## src/hdl/cnn_pkg.sv

```systemverilog
package cnn_pkg;

  localparam int DATA_BITS   = 32;
  localparam int PIX_BITS    = 8;
  localparam int KERNEL      = 5;
  localparam int KERNEL_TAPS = KERNEL * KERNEL;
  localparam int NUM_FILTERS = 8;
  localparam int TILE_COLS   = 8;
  localparam int TILE_ROWS   = 6;
  localparam int OUT_ROWS    = 2;
  localparam int OUT_COLS    = 4;
  localparam int IF_WORDS    = 12; // 48 pixels, 4 per word
  localparam int W_WORDS     = 50; // 200 weights
  localparam int OUT_WORDS   = 4;

  typedef logic        [PIX_BITS-1:0] pixel_t;
  typedef logic signed [PIX_BITS-1:0] weight_t;
  typedef logic signed [31:0]         acc_t;

  // tap t sits at kernel row t/5, column t%5
  typedef pixel_t  [KERNEL_TAPS-1:0] window_t;
  typedef weight_t [KERNEL_TAPS-1:0] kernel_t;

  typedef struct packed {
    logic                 en;
    logic [3:0]           we;
    logic [DATA_BITS-1:0] addr;
    logic [DATA_BITS-1:0] din;
  } bram_req_t;

  typedef struct packed {
    logic       valid;
    logic [5:0] word_idx;
  } load_t;

  typedef struct packed {
    logic       valid;
    logic       row;
    logic [1:0] col;
  } win_sel_t;

  typedef enum logic [1:0] {
    idle,
    load,
    window,
    wait_done
  } ctrl_state_t;

endpackage

```

## src/hdl/pool_writer.sv

```systemverilog
`timescale 1ns/1ps

module pool_writer
  import cnn_pkg::*;
(
  input  logic                     clk,
  input  logic                     rst,
  input  pixel_t [NUM_FILTERS-1:0] i_results,
  input  logic                     i_valid,
  output bram_req_t                o_temp_req,
  output logic                     o_done
);

  localparam int NUM_WIN        = OUT_ROWS * OUT_COLS;
  localparam int POOL_GROUPS    = NUM_WIN / 4;
  localparam int BUF_BYTES      = NUM_FILTERS * POOL_GROUPS;
  localparam int BYTES_PER_WORD = DATA_BITS / PIX_BITS;
  localparam int CNT_BITS       = $clog2(NUM_WIN);
  localparam int IDX_BITS       = $clog2(OUT_WORDS);

  logic [CNT_BITS-1:0]      res_cnt; // [1:0] position in group, [2] group
  pixel_t [NUM_FILTERS-1:0] run_max;
  pixel_t [NUM_FILTERS-1:0] cur_max;
  pixel_t [BUF_BYTES-1:0]   pool_buf; // filter f, group g at 2f+g
  logic                     wr_active;
  logic [IDX_BITS-1:0]      wr_idx;
  logic [DATA_BITS-1:0]     wr_word;

  // first result of a group restarts the max
  always_comb begin
    for (int f = 0; f < NUM_FILTERS; f++) begin
      if (res_cnt[1:0] == 2'd0 || i_results[f] > run_max[f]) begin
        cur_max[f] = i_results[f];
      end else begin
        cur_max[f] = run_max[f];
      end
    end
  end

  always_ff @(posedge clk) begin
    if (i_valid) begin
      run_max <= cur_max;
      if (res_cnt[1:0] == 2'd3) begin
        for (int f = 0; f < NUM_FILTERS; f++) begin
          pool_buf[POOL_GROUPS*f + res_cnt[2]] <= cur_max[f];
        end
      end
    end
  end

  always_ff @(posedge clk or posedge rst) begin
    if (rst) begin
      res_cnt   <= '0;
      wr_active <= 1'b0;
      wr_idx    <= '0;
      o_done    <= 1'b0;
    end else begin
      o_done <= wr_active && (wr_idx == IDX_BITS'(OUT_WORDS - 1));
      if (i_valid) begin
        res_cnt <= res_cnt + 1'b1; // wraps after the last window
      end
      if (i_valid && res_cnt == CNT_BITS'(NUM_WIN - 1)) begin
        wr_active <= 1'b1;
        wr_idx    <= '0;
      end else if (wr_active) begin
        wr_idx <= wr_idx + 1'b1;
        if (wr_idx == IDX_BITS'(OUT_WORDS - 1)) begin
          wr_active <= 1'b0;
        end
      end
    end
  end

  // lowest buffer index goes to the top byte
  always_comb begin
    for (int b = 0; b < BYTES_PER_WORD; b++) begin
      wr_word[DATA_BITS-1-PIX_BITS*b -: PIX_BITS] = pool_buf[BYTES_PER_WORD*wr_idx + b];
    end
  end

  always_comb begin
    o_temp_req      = '0;
    o_temp_req.en   = wr_active;
    o_temp_req.we   = {4{wr_active}};
    o_temp_req.addr = DATA_BITS'(wr_idx);
    o_temp_req.din  = wr_word;
  end

endmodule

```

## config.mk

```make
export PLATFORM = sky130hd
export DESIGN_NAME = pool_writer
export DESIGN_NICKNAME = d
export VERILOG_FILES = /design/src/hdl/cnn_pkg.sv /design/src/hdl/pool_writer.sv
export SDC_FILE = /design/constraint.sdc
export NUM_CORES = 1
export LEC_CHECK = 0
export BUFFER_PORTS_ARGS = -buffer_cell sky130_fd_sc_hd__buf_2
export CAP_MARGIN = 30
export CORE_ASPECT_RATIO = 0.5
export CORE_MARGIN = 2
export CORE_UTILIZATION = 64
export CTS_BUF_LIST = sky130_fd_sc_hd__clkbuf_2 sky130_fd_sc_hd__clkbuf_4 sky130_fd_sc_hd__clkbuf_8
export DETAILED_ROUTE_END_ITERATION = 6
export PLACE_DENSITY = 0.95
export SLEW_MARGIN = 25
export SYNTH_ARGS = -nofsm -noshare
export SYNTH_HDL_FRONTEND = slang
export SYNTH_SLANG_ARGS = --single-unit
```

## constraint.sdc

```tcl
create_clock -name clk -period 9.27 [get_ports clk]
set_input_delay 0 -clock clk [delete_from_list [all_inputs] [get_ports clk]]
set_output_delay 0 -clock clk [all_outputs]
set_load 0.1 [all_outputs]
```

==> impl_metrics.yaml, run 1 <==
clock_network:
  clk_path_buf_depth: 2
  cts_tree: "done"
  clk_pin_slew_ps: 100
  cts.repair.resized: 0
  htreeDepth: 4
  root_buffer: "clkbuf_8"
  cts_setup_buffers: 0
  clock_latency_ps: 490
  numCtsBuffers: 17
  clkSinkCount: 199
global_routing:
  grt_pass1_vias: 8007
  grt_max_degree: 93
  grt_usage: 0.291
  overflow: 0
  antenna_found_initial: 1
  grt_pass1_wl_mm: 41.2
synth:
  synthAdderAreaFrac: 0.0767
  syn_area_sq_um: 11100
  synthMuxAreaShare: 0.0895
  synth_top_area_cell: "edfxtp_1"
  ys.flop_type: "edfxtp_1"
  synthTopCellsByCount: "edfxtp_1 (192), inv_1 (70), ha_1 (68)"
  synth_compound_area_frac: 0.103
  seq_area_frac_synth: 0.536
  ys_seq_elements: 199
  synth_area_leaders: "edfxtp_1 (52%), ha_1 (7.7%), mux4_2 (6.5%)"
  synth_edf_count: 192
  yosys.area_share.simple: 0.126
  synthXorXnorAreaFrac: 0.00158
  async_flop_share: 0.0352
  synth_top_area_share: 0.520
  ys.warnings.count: 0
  synth.most_common_cell: "edfxtp_1"
  syn_avg_cell_area_sq_um: 12.1
  synth_cell_type_count: 41
  synth_top_family_by_area: "simple AND/OR/NAND/NOR gates"
  syn_inst: 914
worst_hold_path:
  min_to: "pool_buf[84]"
  hp-start: "i_results[44]"
  hold_class: "in2reg"
  holdPathStages: 3
power_and_ir_drop:
  fin_total_pwr_uw: 4380
  ir_drop_mv: 0.382
  power.leakage_uw: 0.00495
  powerDensity_nw_per_um2: 347
floorplanning:
  start_util: 0.665
  coreArea_sq_um: 16700
  num_rows: 33
  die_area_sq_um: 18500
  ios: 137
  die_x_um: 190
  die_h_um: 97.1
timing:
  finalHoldViolations: 0
  period_needed_ps: 2850
  period_share: 0.308
  setup_viol: 0
  finalSetupTns_ps: 0
  fmax_mhz: 351
  slew_violations: 0
  slew_headroom: 0.389
  worstMarginPinSlew_ps: 917
  rsz0062_at_grt: "no"
  finalClockSkew_ps: 19.7
final_layout:
  syn_to_final_growth_pct: 13.8
  fin_cells: 1291
  drive_gt1_frac: 0.198
  nets: 1185
route:
  routed_wire_length_per_instance_um: 20.5
  via_count: 8315
  drt_iter0_markers: 956
  ant_nets: 0
  via_per_inst: 6.44
  routed_wl_mm: 26.5
  drc_errors: 2
  dr.pass1.iters: 7
worst_setup_path:
  cp_slowest_cell: "buf_4"
  crit_chain: "inv_1 -> ha_2 -> buf_4 -> a211oi_1 -> a21oi_2 -> mux2_2"
  crit_buf_inv: 2
  reg2reg_depth: 6
  path_class: "reg2reg"
  r2r_end: "pool_buf[32]"
  cp.arrival_ps: 3080
  reg2reg_setup_slack_ps: 6420
  startpoint_type: "flip-flop"
  end_kind: "flip-flop"
  crit_path_max_fanout: 92
  worstPathRequired_ps: 9500
  critical_path.max_stage_delay_ps: 710
  r2r-start: "res_cnt[0]"
  path_delay_family: "buffers and inverters"
status:
  violations: "design-rule violations"
  status: "complete, but fails checks"
place:
  post-dp-hpwl_mm: 17.2
  io_buffers: 106
  place_congestion: 0.845
  placed_cells: 1194
run:
  cap_violations: 0
[sequential cells by signal (all words and copies together) (netlist names), named ones only]
register	flops
pool_buf	128
run_max	56
res_cnt	3
wr_idx	2
o_done	1
wr_active	1
[stage by stage]
step | hold WS, ps | util | area [sq um] | worst slack [ps]
floorplan | -197 | - | 11200 | 5370
global placement | -69.3 | 0.695 | 11600 | 6540
detailed placement | -66.2 | 0.696 | 11600 | 6570
CTS | 2.97 | 0.753 | 12600 | 6530
global route | 25.3 | 0.757 | 12600 | 6330
finish | 32.5 | 0.757 | 12600 | 6420
[cell families after synthesis]
family,after synthesis
compound gates,178
buf+inv,159
other cells,1
simple gates,249
flops,199
fa+ha+maj,68
mux,58
xor+xnor,2
[worst max-delay path by stage]
| stage | startpoint | end | slack [ps] | cells after the start |
|---|---|---|---|---|
| detailed placement | res_cnt[0] | pool_buf[42] | 6570 | 6 |
| CTS | res_cnt[0] | pool_buf[32] | 6530 | 6 |
| finish | res_cnt[0] | pool_buf[32] | 6420 | 6 |
| floorplan | res_cnt[2] | pool_buf[0] | 5370 | 3 |
| global route | res_cnt[1] | run_max[23] | 6330 | 6 |
| global placement | flip-flop | flip-flop | 6540 | 6 |
[power by group]
group,switching (uW),internal (uW),leakage [uW]
clock network,339,198,0.000185
logic,1680,662,0.00288
registers,133,1360,0.00188
[layout by cell type, fill, tap and decap left out, types with 2 or more instances in the layout]
| master | n |
|---|---|
| nor2b_1 | 11 |
| o21ai_0 | 45 |
| inv_8 | 2 |
| nand4_1 | 12 |
| a21oi_1 | 20 |
| inv_6 | 7 |
| mux2_2 | 9 |
| dlygate4sd3_1 | 59 |
| clkinv_4 | 2 |
| buf_2 | 106 |
| inv_1 | 70 |
| a31oi_1 | 40 |
| o32ai_1 | 8 |
| ha_1 | 67 |
| a21oi_2 | 6 |
| clkbuf_4 | 2 |
| mux4_2 | 32 |
| clkinvlp_4 | 2 |
| clkbuf_8 | 17 |
| a21o_1 | 7 |
| or2_2 | 5 |
| or4_1 | 40 |
| nand2b_1 | 64 |
| dfrtp_1 | 6 |
| conb_1 | 30 |
| nand2_1 | 65 |
| edfxtp_1 | 192 |
| mux2i_1 | 17 |
| buf_4 | 8 |
| nor3_1 | 2 |
| o211ai_1 | 46 |
| nand3_1 | 42 |
[per-layer routing]
| layer | global-route usage | vias up | routed length (um) |
|---|---|---|---|
| li1 | - | 3696 | - |
| met1 | 0.369 | 3966 | 9750 |
| met2 | 0.496 | 565 | 13300 |
| met3 | 0.0459 | 88 | 2420 |
| met4 | 0.138 | 0 | 984 |
| met5 | 0 | - | 0 |
[what timing repair did]
| action | 4_1_cts | 5_1_grt |
|---|---|---|
| hold buffers | 59 | 0 |
| endpoints found under the hold margin | 175 | 0 |
| endpoints found under the setup margin | 0 | 0 |
[worst register-to-register path: cells and delay by family (launching register included)]
kind | cells | cell delay [ps]
multiplexers | 1 | 430
adder cells (fa/ha/maj) | 1 | 230
buffers and inverters | 2 | 800
AO/OA/AOI/OAI | 2 | 730
flip-flops | 1 | 420
[cell type report]
cell class | count | area, sq um
fill | 963 | 4060
timing repair buffer | 177 | 1220
inverter | 70 | 263
multi-input combinational | 585 | 4540
sequential | 199 | 5940
clock buffer | 17 | 234
clock inverter | 15 | 138
antenna | 1 | 2.50
tap | 227 | 284
No activity file was read; power rests on OpenSTA's default activity.
==> run 2, diff against run 1 <==
--- a/config.mk
+++ b/config.mk
@@ -5,14 +5,15 @@
 export SDC_FILE = /design/constraint.sdc
 export NUM_CORES = 1
 export LEC_CHECK = 0
+export ABC_AREA = 1
 export BUFFER_PORTS_ARGS = -buffer_cell sky130_fd_sc_hd__buf_2
 export CAP_MARGIN = 30
 export CORE_ASPECT_RATIO = 0.5
 export CORE_MARGIN = 2
-export CORE_UTILIZATION = 64
+export CORE_UTILIZATION = 60
 export CTS_BUF_LIST = sky130_fd_sc_hd__clkbuf_2 sky130_fd_sc_hd__clkbuf_4 sky130_fd_sc_hd__clkbuf_8
 export DETAILED_ROUTE_END_ITERATION = 6
-export PLACE_DENSITY = 0.95
+export PLACE_DENSITY = 0.92
 export SLEW_MARGIN = 25
 export SYNTH_ARGS = -nofsm -noshare
 export SYNTH_HDL_FRONTEND = slang
==> constraint.sdc (replaced) <==
create_clock -name clk -period 2.85 [get_ports clk]
set_input_delay 0 -clock clk [delete_from_list [all_inputs] [get_ports clk]]
set_output_delay 0 -clock clk [all_outputs]
set_load 0.1 [all_outputs]
==> run 2 against run 1 <==
  * The run now ends clean
  * Core utilization down 0.24 points
  * Combinational power rose to 3.7 times the previous value
  * Global-route usage up 3.1 points
  * Die area down 5.0%
  * Count of clock-buffer cells in the layout up 1
  * Sequential power rose to 3.1 times the previous value
  * Final area down 3.0%
  * Clock skew about the same
  * Total power rose to 3.5 times the previous value
  * Largest power group unchanged
  * Critical path depth down 1
  * Synthesized area down 11%
  * Sequential share of layout area up 1.5 points
==> impl_metrics.yaml, run 2 <==
floorplanning:
  num_rows: 33
  coreArea_sq_um: 16200
  die_x_um: 185
  start_util: 0.608
  ios: 137
  die_h_um: 94.7
  die_area_sq_um: 17500
route:
  ant_nets: 0
  dr.pass1.iters: 7
  routed_wire_length_per_instance_um: 20.5
  via_per_inst: 5.96
  drt_iter0_markers: 1288
  drc_errors: 0
  routed_wl_mm: 27.6
  via_count: 8022
worst_setup_path:
  path_class: "reg2out"
  r2r-start: "run_max[3]"
  critical_path.max_stage_delay_ps: 640
  startpoint_type: "flip-flop"
  crit_chain: "inv_1 -> buf_4 -> o21ai_0 -> o22ai_2 -> buf_12"
  end_kind: "output port"
  path_delay_family: "buffers and inverters"
  cp_slowest_cell: "inv_1"
  worstSetupStartpoint: "wr_idx[1]"
  cp.arrival_ps: 2370
  worstPathRequired_ps: 2850
  crit_path_max_fanout: 25
  crit_buf_inv: 3
final_layout:
  drive_gt1_frac: 0.174
  largest_reg_flops: 128
  nets: 1240
  syn_to_final_growth_pct: 24.1
  post-route-cell-area_sq_um: 12200
  antenna_cells: 0
  mostFrequentLayoutCell: "edfxtp_1"
  final_cell_mix: "edfxtp_1 (192), nand2_1 (184), inv_1 (98)"
synth:
  synth.most_common_cell: "edfxtp_1"
  synthTopCellsByCount: "edfxtp_1 (192), nand2_1 (184), inv_1 (98)"
  synth_cell_type_count: 26
  synth_edf_count: 192
  seq_area_frac_synth: 0.602
  syn_inst: 938
  ys_seq_elements: 199
  synth_top_area_share: 0.585
  syn_area_sq_um: 9860
  synth_top_area_cell: "edfxtp_1"
  synth_area_leaders: "edfxtp_1 (58%), ha_1 (8.6%), nand2_1 (7.0%)"
  async_flop_share: 0.0352
  ys.warnings.count: 0
  syn_avg_cell_area_sq_um: 10.5
  ys.flop_type: "edfxtp_1"
clock_network:
  clk_path_buf_depth: 2
  cts.repair.resized: 0
  clkSinkCount: 199
  clk_pin_slew_ps: 100
  root_buffer: "clkbuf_8"
  cts_setup_buffers: 0
  numCtsBuffers: 17
  hold_buffers: 64
  htreeDepth: 4
  cts_tree: "done"
  clock_latency_ps: 470
timing:
  period_needed_ps: 2370
  finalClockSkew_ps: 20.0
  slew_violations: 0
  period_share: 0.832
  whs_ps: 34.8
  worstMarginPinSlew_ps: 876
  fmax_mhz: 422
  finalHoldViolations: 0
  finalSetupTns_ps: 0
  setup_viol: 0
  rsz0062_at_grt: "no"
  setup_ws_ps: 478
  slew_headroom: 0.415
place:
  io_buffers: 106
  dp_slack_ps: 711
  post_dp_cell_area_sq_um: 11200
  post-dp-hpwl_mm: 17.8
  place_congestion: 0.898
global_routing:
  antenna_found_initial: 0
  grt_pass1_wl_mm: 41.8
  grt_pass1_vias: 7749
  grt_max_degree: 67
  overflow: 0
  grt_usage: 0.322
worst_hold_path:
  hold_class: "in2async"
status:
  status: "complete, no violations"
power_and_ir_drop:
  powerDensity_nw_per_um2: 1240
  power.leakage_uw: 0.00536
  ir_drop_mv: 0.738
run:
  cap_violations: 0
[run 2: cell count changes after synthesis, moves of 24 or more]
cell      delta
o21ai_0     +31
mux4_2      -32
inv_1       +28
nor2_1      +87
nand2b_1    -64
clkbuf_1    -26
nand2_1    +119
a31oi_1     -40
o211ai_1    -46
nand3_1     +24
or4_1       -40
o22ai_1     +32
[run 2: cell families (layout without fill, tap and decap cells)]
kind of cell / count (synthesis) / count (layout) / synth area share
DFF: 199 / 199 / 0.602
and+or+nand+nor: 359 / 359 / 0.152
other: 1 / 30 / 0.000380
buffers and inverters: 163 / 314 / 0.0778
xor gates and xnor gates: 1 / 1 / 0.000888
adders and majority gates: 68 / 68 / 0.0863
AOI/OAI and AO/OA: 147 / 147 / 0.0807
[run 2: power by group]
group	internal (uW)	switching, uW	leakage [uW]
logic	2470	6240	0.00327
clock network	671	1120	0.000201
registers	4280	332	0.00189
[run 2: layout make-up]
type,count,area (sq um)
clock buffer,18,241
tap,227,284
multi-input combinational,605,3480
fill,888,3990
sequential,199,5940
inverter,100,375
clock inverter,14,160
timing repair buffer,182,1750
[run 2: worst register-to-register path: cells and delay by family (launching register included)]
family / cells / cell delay, ps
buf+inv: 1 / 130
compound gates: 2 / 310
fa+ha+maj: 1 / 280
flops: 1 / 420
simple gates: 6 / 900
[run 2: per-layer routing]
layer	GRT usage	up-vias	wire, um
met4	0.125	0	911
met3	0.0756	97	3500
met5	0	-	0
met1	0.442	3740	10800
li1	-	3514	-
met2	0.504	671	12300
[run 2: metrics by stage]
stage,instances,total power [uW],utilization
2_1_floorplan,967,10300,-
3_3_place_gp,1249,12600,0.690
3_5_place_dp,1249,13000,0.690
4_1_cts,1345,14900,0.754
5_1_grt,1345,15700,0.754
6_report,1345,15100,0.754
[run 2: final timing paths]
path	to	slack [ps]	cells past startpoint
min reg2reg	res_cnt[0]	550	1
max reg2reg	pool_buf[9]	550	10
max	o_temp_req[10]	480	5
max in group asynchronous	res_cnt[2]	2570	3
min	wr_active	30	3
min in group clk	run_max[15]	40	3
==> run 3, diff against run 2 <==
--- a/config.mk
+++ b/config.mk
@@ -5,12 +5,12 @@
 export SDC_FILE = /design/constraint.sdc
 export NUM_CORES = 1
 export LEC_CHECK = 0
-export ABC_AREA = 1
+export ABC_AREA = 0
 export BUFFER_PORTS_ARGS = -buffer_cell sky130_fd_sc_hd__buf_2
 export CAP_MARGIN = 30
 export CORE_ASPECT_RATIO = 0.5
 export CORE_MARGIN = 2
-export CORE_UTILIZATION = 60
+export CORE_UTILIZATION = 61
 export CTS_BUF_LIST = sky130_fd_sc_hd__clkbuf_2 sky130_fd_sc_hd__clkbuf_4 sky130_fd_sc_hd__clkbuf_8
 export DETAILED_ROUTE_END_ITERATION = 6
 export PLACE_DENSITY = 0.92
==> constraint.sdc (replaced) <==
create_clock -name clk -period 2.35 [get_ports clk]
set_input_delay 0 -clock clk [delete_from_list [all_inputs] [get_ports clk]]
set_output_delay 0 -clock clk [all_outputs]
set_load 0.1 [all_outputs]
==> run 3 against run 2 <==
  * The run now ends with negative hold slack, negative setup slack left
  * Clock skew is 0.69 ps lower
  * Core utilization hardly changed
  * Sequential power is 25% higher
  * Sequential share of layout area is 3.7 points lower
  * Sequential cell count stayed put
  * First-iteration DRC count is 25% lower
  * Non-clock buffer count is 4 lower
  * Via count is 5.9% higher
  * Final area is 8.3% higher
  * Routed wire length is 2.8% higher
  * Critical path depth is 2 higher
  * Largest power group unchanged
==> impl_metrics.yaml, run 3 (synthesized netlist as in run 1, its figures left out) <==
status:
  violations: "negative hold slack, negative setup slack"
  status: "complete, but fails checks"
route:
  routed_wire_length_per_instance_um: 21.8
  drc_errors: 0
  via_count: 8495
  dr.pass1.iters: 6
  drt_iter0_markers: 969
  via_per_inst: 6.53
  routed_wl_mm: 28.3
  ant_nets: 0
worst_setup_path:
  r2r-start: "run_max[25]"
  path_class: "reg2reg"
  r2r_end: "pool_buf[61]"
  worstPathRequired_ps: 2550
  reg2reg_setup_slack_ps: -50
  end_kind: "flip-flop"
  reg2reg_depth: 7
  crit_path_max_fanout: 8
  startpoint_type: "flip-flop"
  cp.arrival_ps: 2600
final_layout:
  mostFrequentLayoutCell: "edfxtp_1"
  largest_reg_flops: 128
  syn_to_final_growth_pct: 19.5
  post-route-cell-area_sq_um: 13300
  fin_cells: 1300
  nets: 1186
  final_cell_mix: "edfxtp_1 (192), buf_2 (74), inv_1 (70)"
  drive_gt1_frac: 0.213
floorplanning:
  die_area_sq_um: 19300
  coreArea_sq_um: 17600
  die_h_um: 99.4
  num_rows: 34
  die_x_um: 195
  ios: 137
  start_util: 0.631
clock_network:
  clkSinkCount: 199
  htreeDepth: 4
  clk_pin_slew_ps: 110
  root_buffer: "clkbuf_8"
  clock_latency_ps: 480
  cts_tree: "done"
  numCtsBuffers: 17
  clk_path_buf_depth: 2
place:
  placed_cells: 1209
  io_buffers: 106
  place_congestion: 0.839
  post-dp-hpwl_mm: 18.8
  post_dp_cell_area_sq_um: 12200
timing:
  period_share: 1.02
  finalSetupTns_ps: -146
  setup_viol: 3
  setup_ws_ps: -51.9
  whs_ps: -10.2
  worstMarginPinSlew_ps: 968
  period_needed_ps: 2400
  finalClockSkew_ps: 19.3
  finalHoldViolations: 3
  slew_headroom: 0.355
  fmax_mhz: 416
  slew_violations: 0
worst_hold_path:
  hp-start: "i_results[47]"
  hold_class: "in2reg"
  holdPathStages: 3
  min_to: "pool_buf[87]"
power_and_ir_drop:
  power.leakage_uw: 0.00520
  ir_drop_mv: 0.800
  powerDensity_nw_per_um2: 1430
global_routing:
  antenna_found_initial: 1
  grt_max_degree: 65
  grt_pass1_wl_mm: 43.9
  overflow: 0
  grt_usage: 0.296
  grt_pass1_vias: 8280
run:
  cap_violations: 0
==> run 3: cell count changes in the layout (fill, tap and decap cells not counted), sizes merged, moves of 32 or more <==
cell    change
o22ai      -32
nand2     -128
a31oi      +40
or4        +40
nand2b     +64
nor2       -88
o211ai     +46
mux4       +32
==> run 3: repair_timing <==
action,CTS,global route
pin swaps,0,2
setup endpoints to repair,135,96
endpoints found under the hold margin,146,5
resized for setup,7,14
setup buffers,0,2
hold buffers,51,2
==> run 3: per-stage QoR <==
step / worst slack [ps] / power (uW) / util
finish: -51.9 / 19000 / 0.754
global route: -102 / 19700 / 0.754
CTS: 6.44 / 18700 / 0.747
detailed placement: -228 / 16400 / 0.694
global placement: 41.4 / 15800 / 0.694
floorplan: 128 / 13100 / -
==> run 3: worst max path at each step <==
stage	from	to	slack, ps	cells after the start
after floorplan	flip-flop	flip-flop	130	6
after global placement	run_max[25]	pool_buf[49]	40	7
after detailed placement	run_max[41]	pool_buf[86]	-230	7
after CTS	run_max[53]	pool_buf[109]	6	7
after global routing	run_max[13]	run_max[12]	-100	8
final	run_max[25]	pool_buf[61]	-50	7
==> run 3: worst max-delay path, stage by stage, from the launching register on <==
cell      delay, ps
edfxtp_1        420
inv_1           100
ha_1            250
nor2b_1         150
o211ai_1        180
a21oi_1         160
o22a_1          360
o32ai_1         510
==> run 3: power by group <==
part / switching, uW / internal [uW]
clock network: 1330 / 907
logic: 7140 / 3840
registers: 417 / 5370
total: 8890 / 10100
==> run 3: final cells by class <==
class / instances / area, sq um
flip-flops and latches: 199 / 5940
multi-input cells: 585 / 4620
fillers: 982 / 4310
repair buffers: 178 / 1740
well taps: 234 / 293
inverters: 70 / 263
clock buffers: 18 / 241
clock inverters: 14 / 158
diodes: 2 / 5.00
==> run 3: metal layers <==
metal	global-route usage	vias up	wire, um
met5	0	-	0
met2	0.519	613	14100
li1	-	3695	-
met1	0.359	4059	10400
met3	0.0509	128	2520
met4	0.153	0	1320
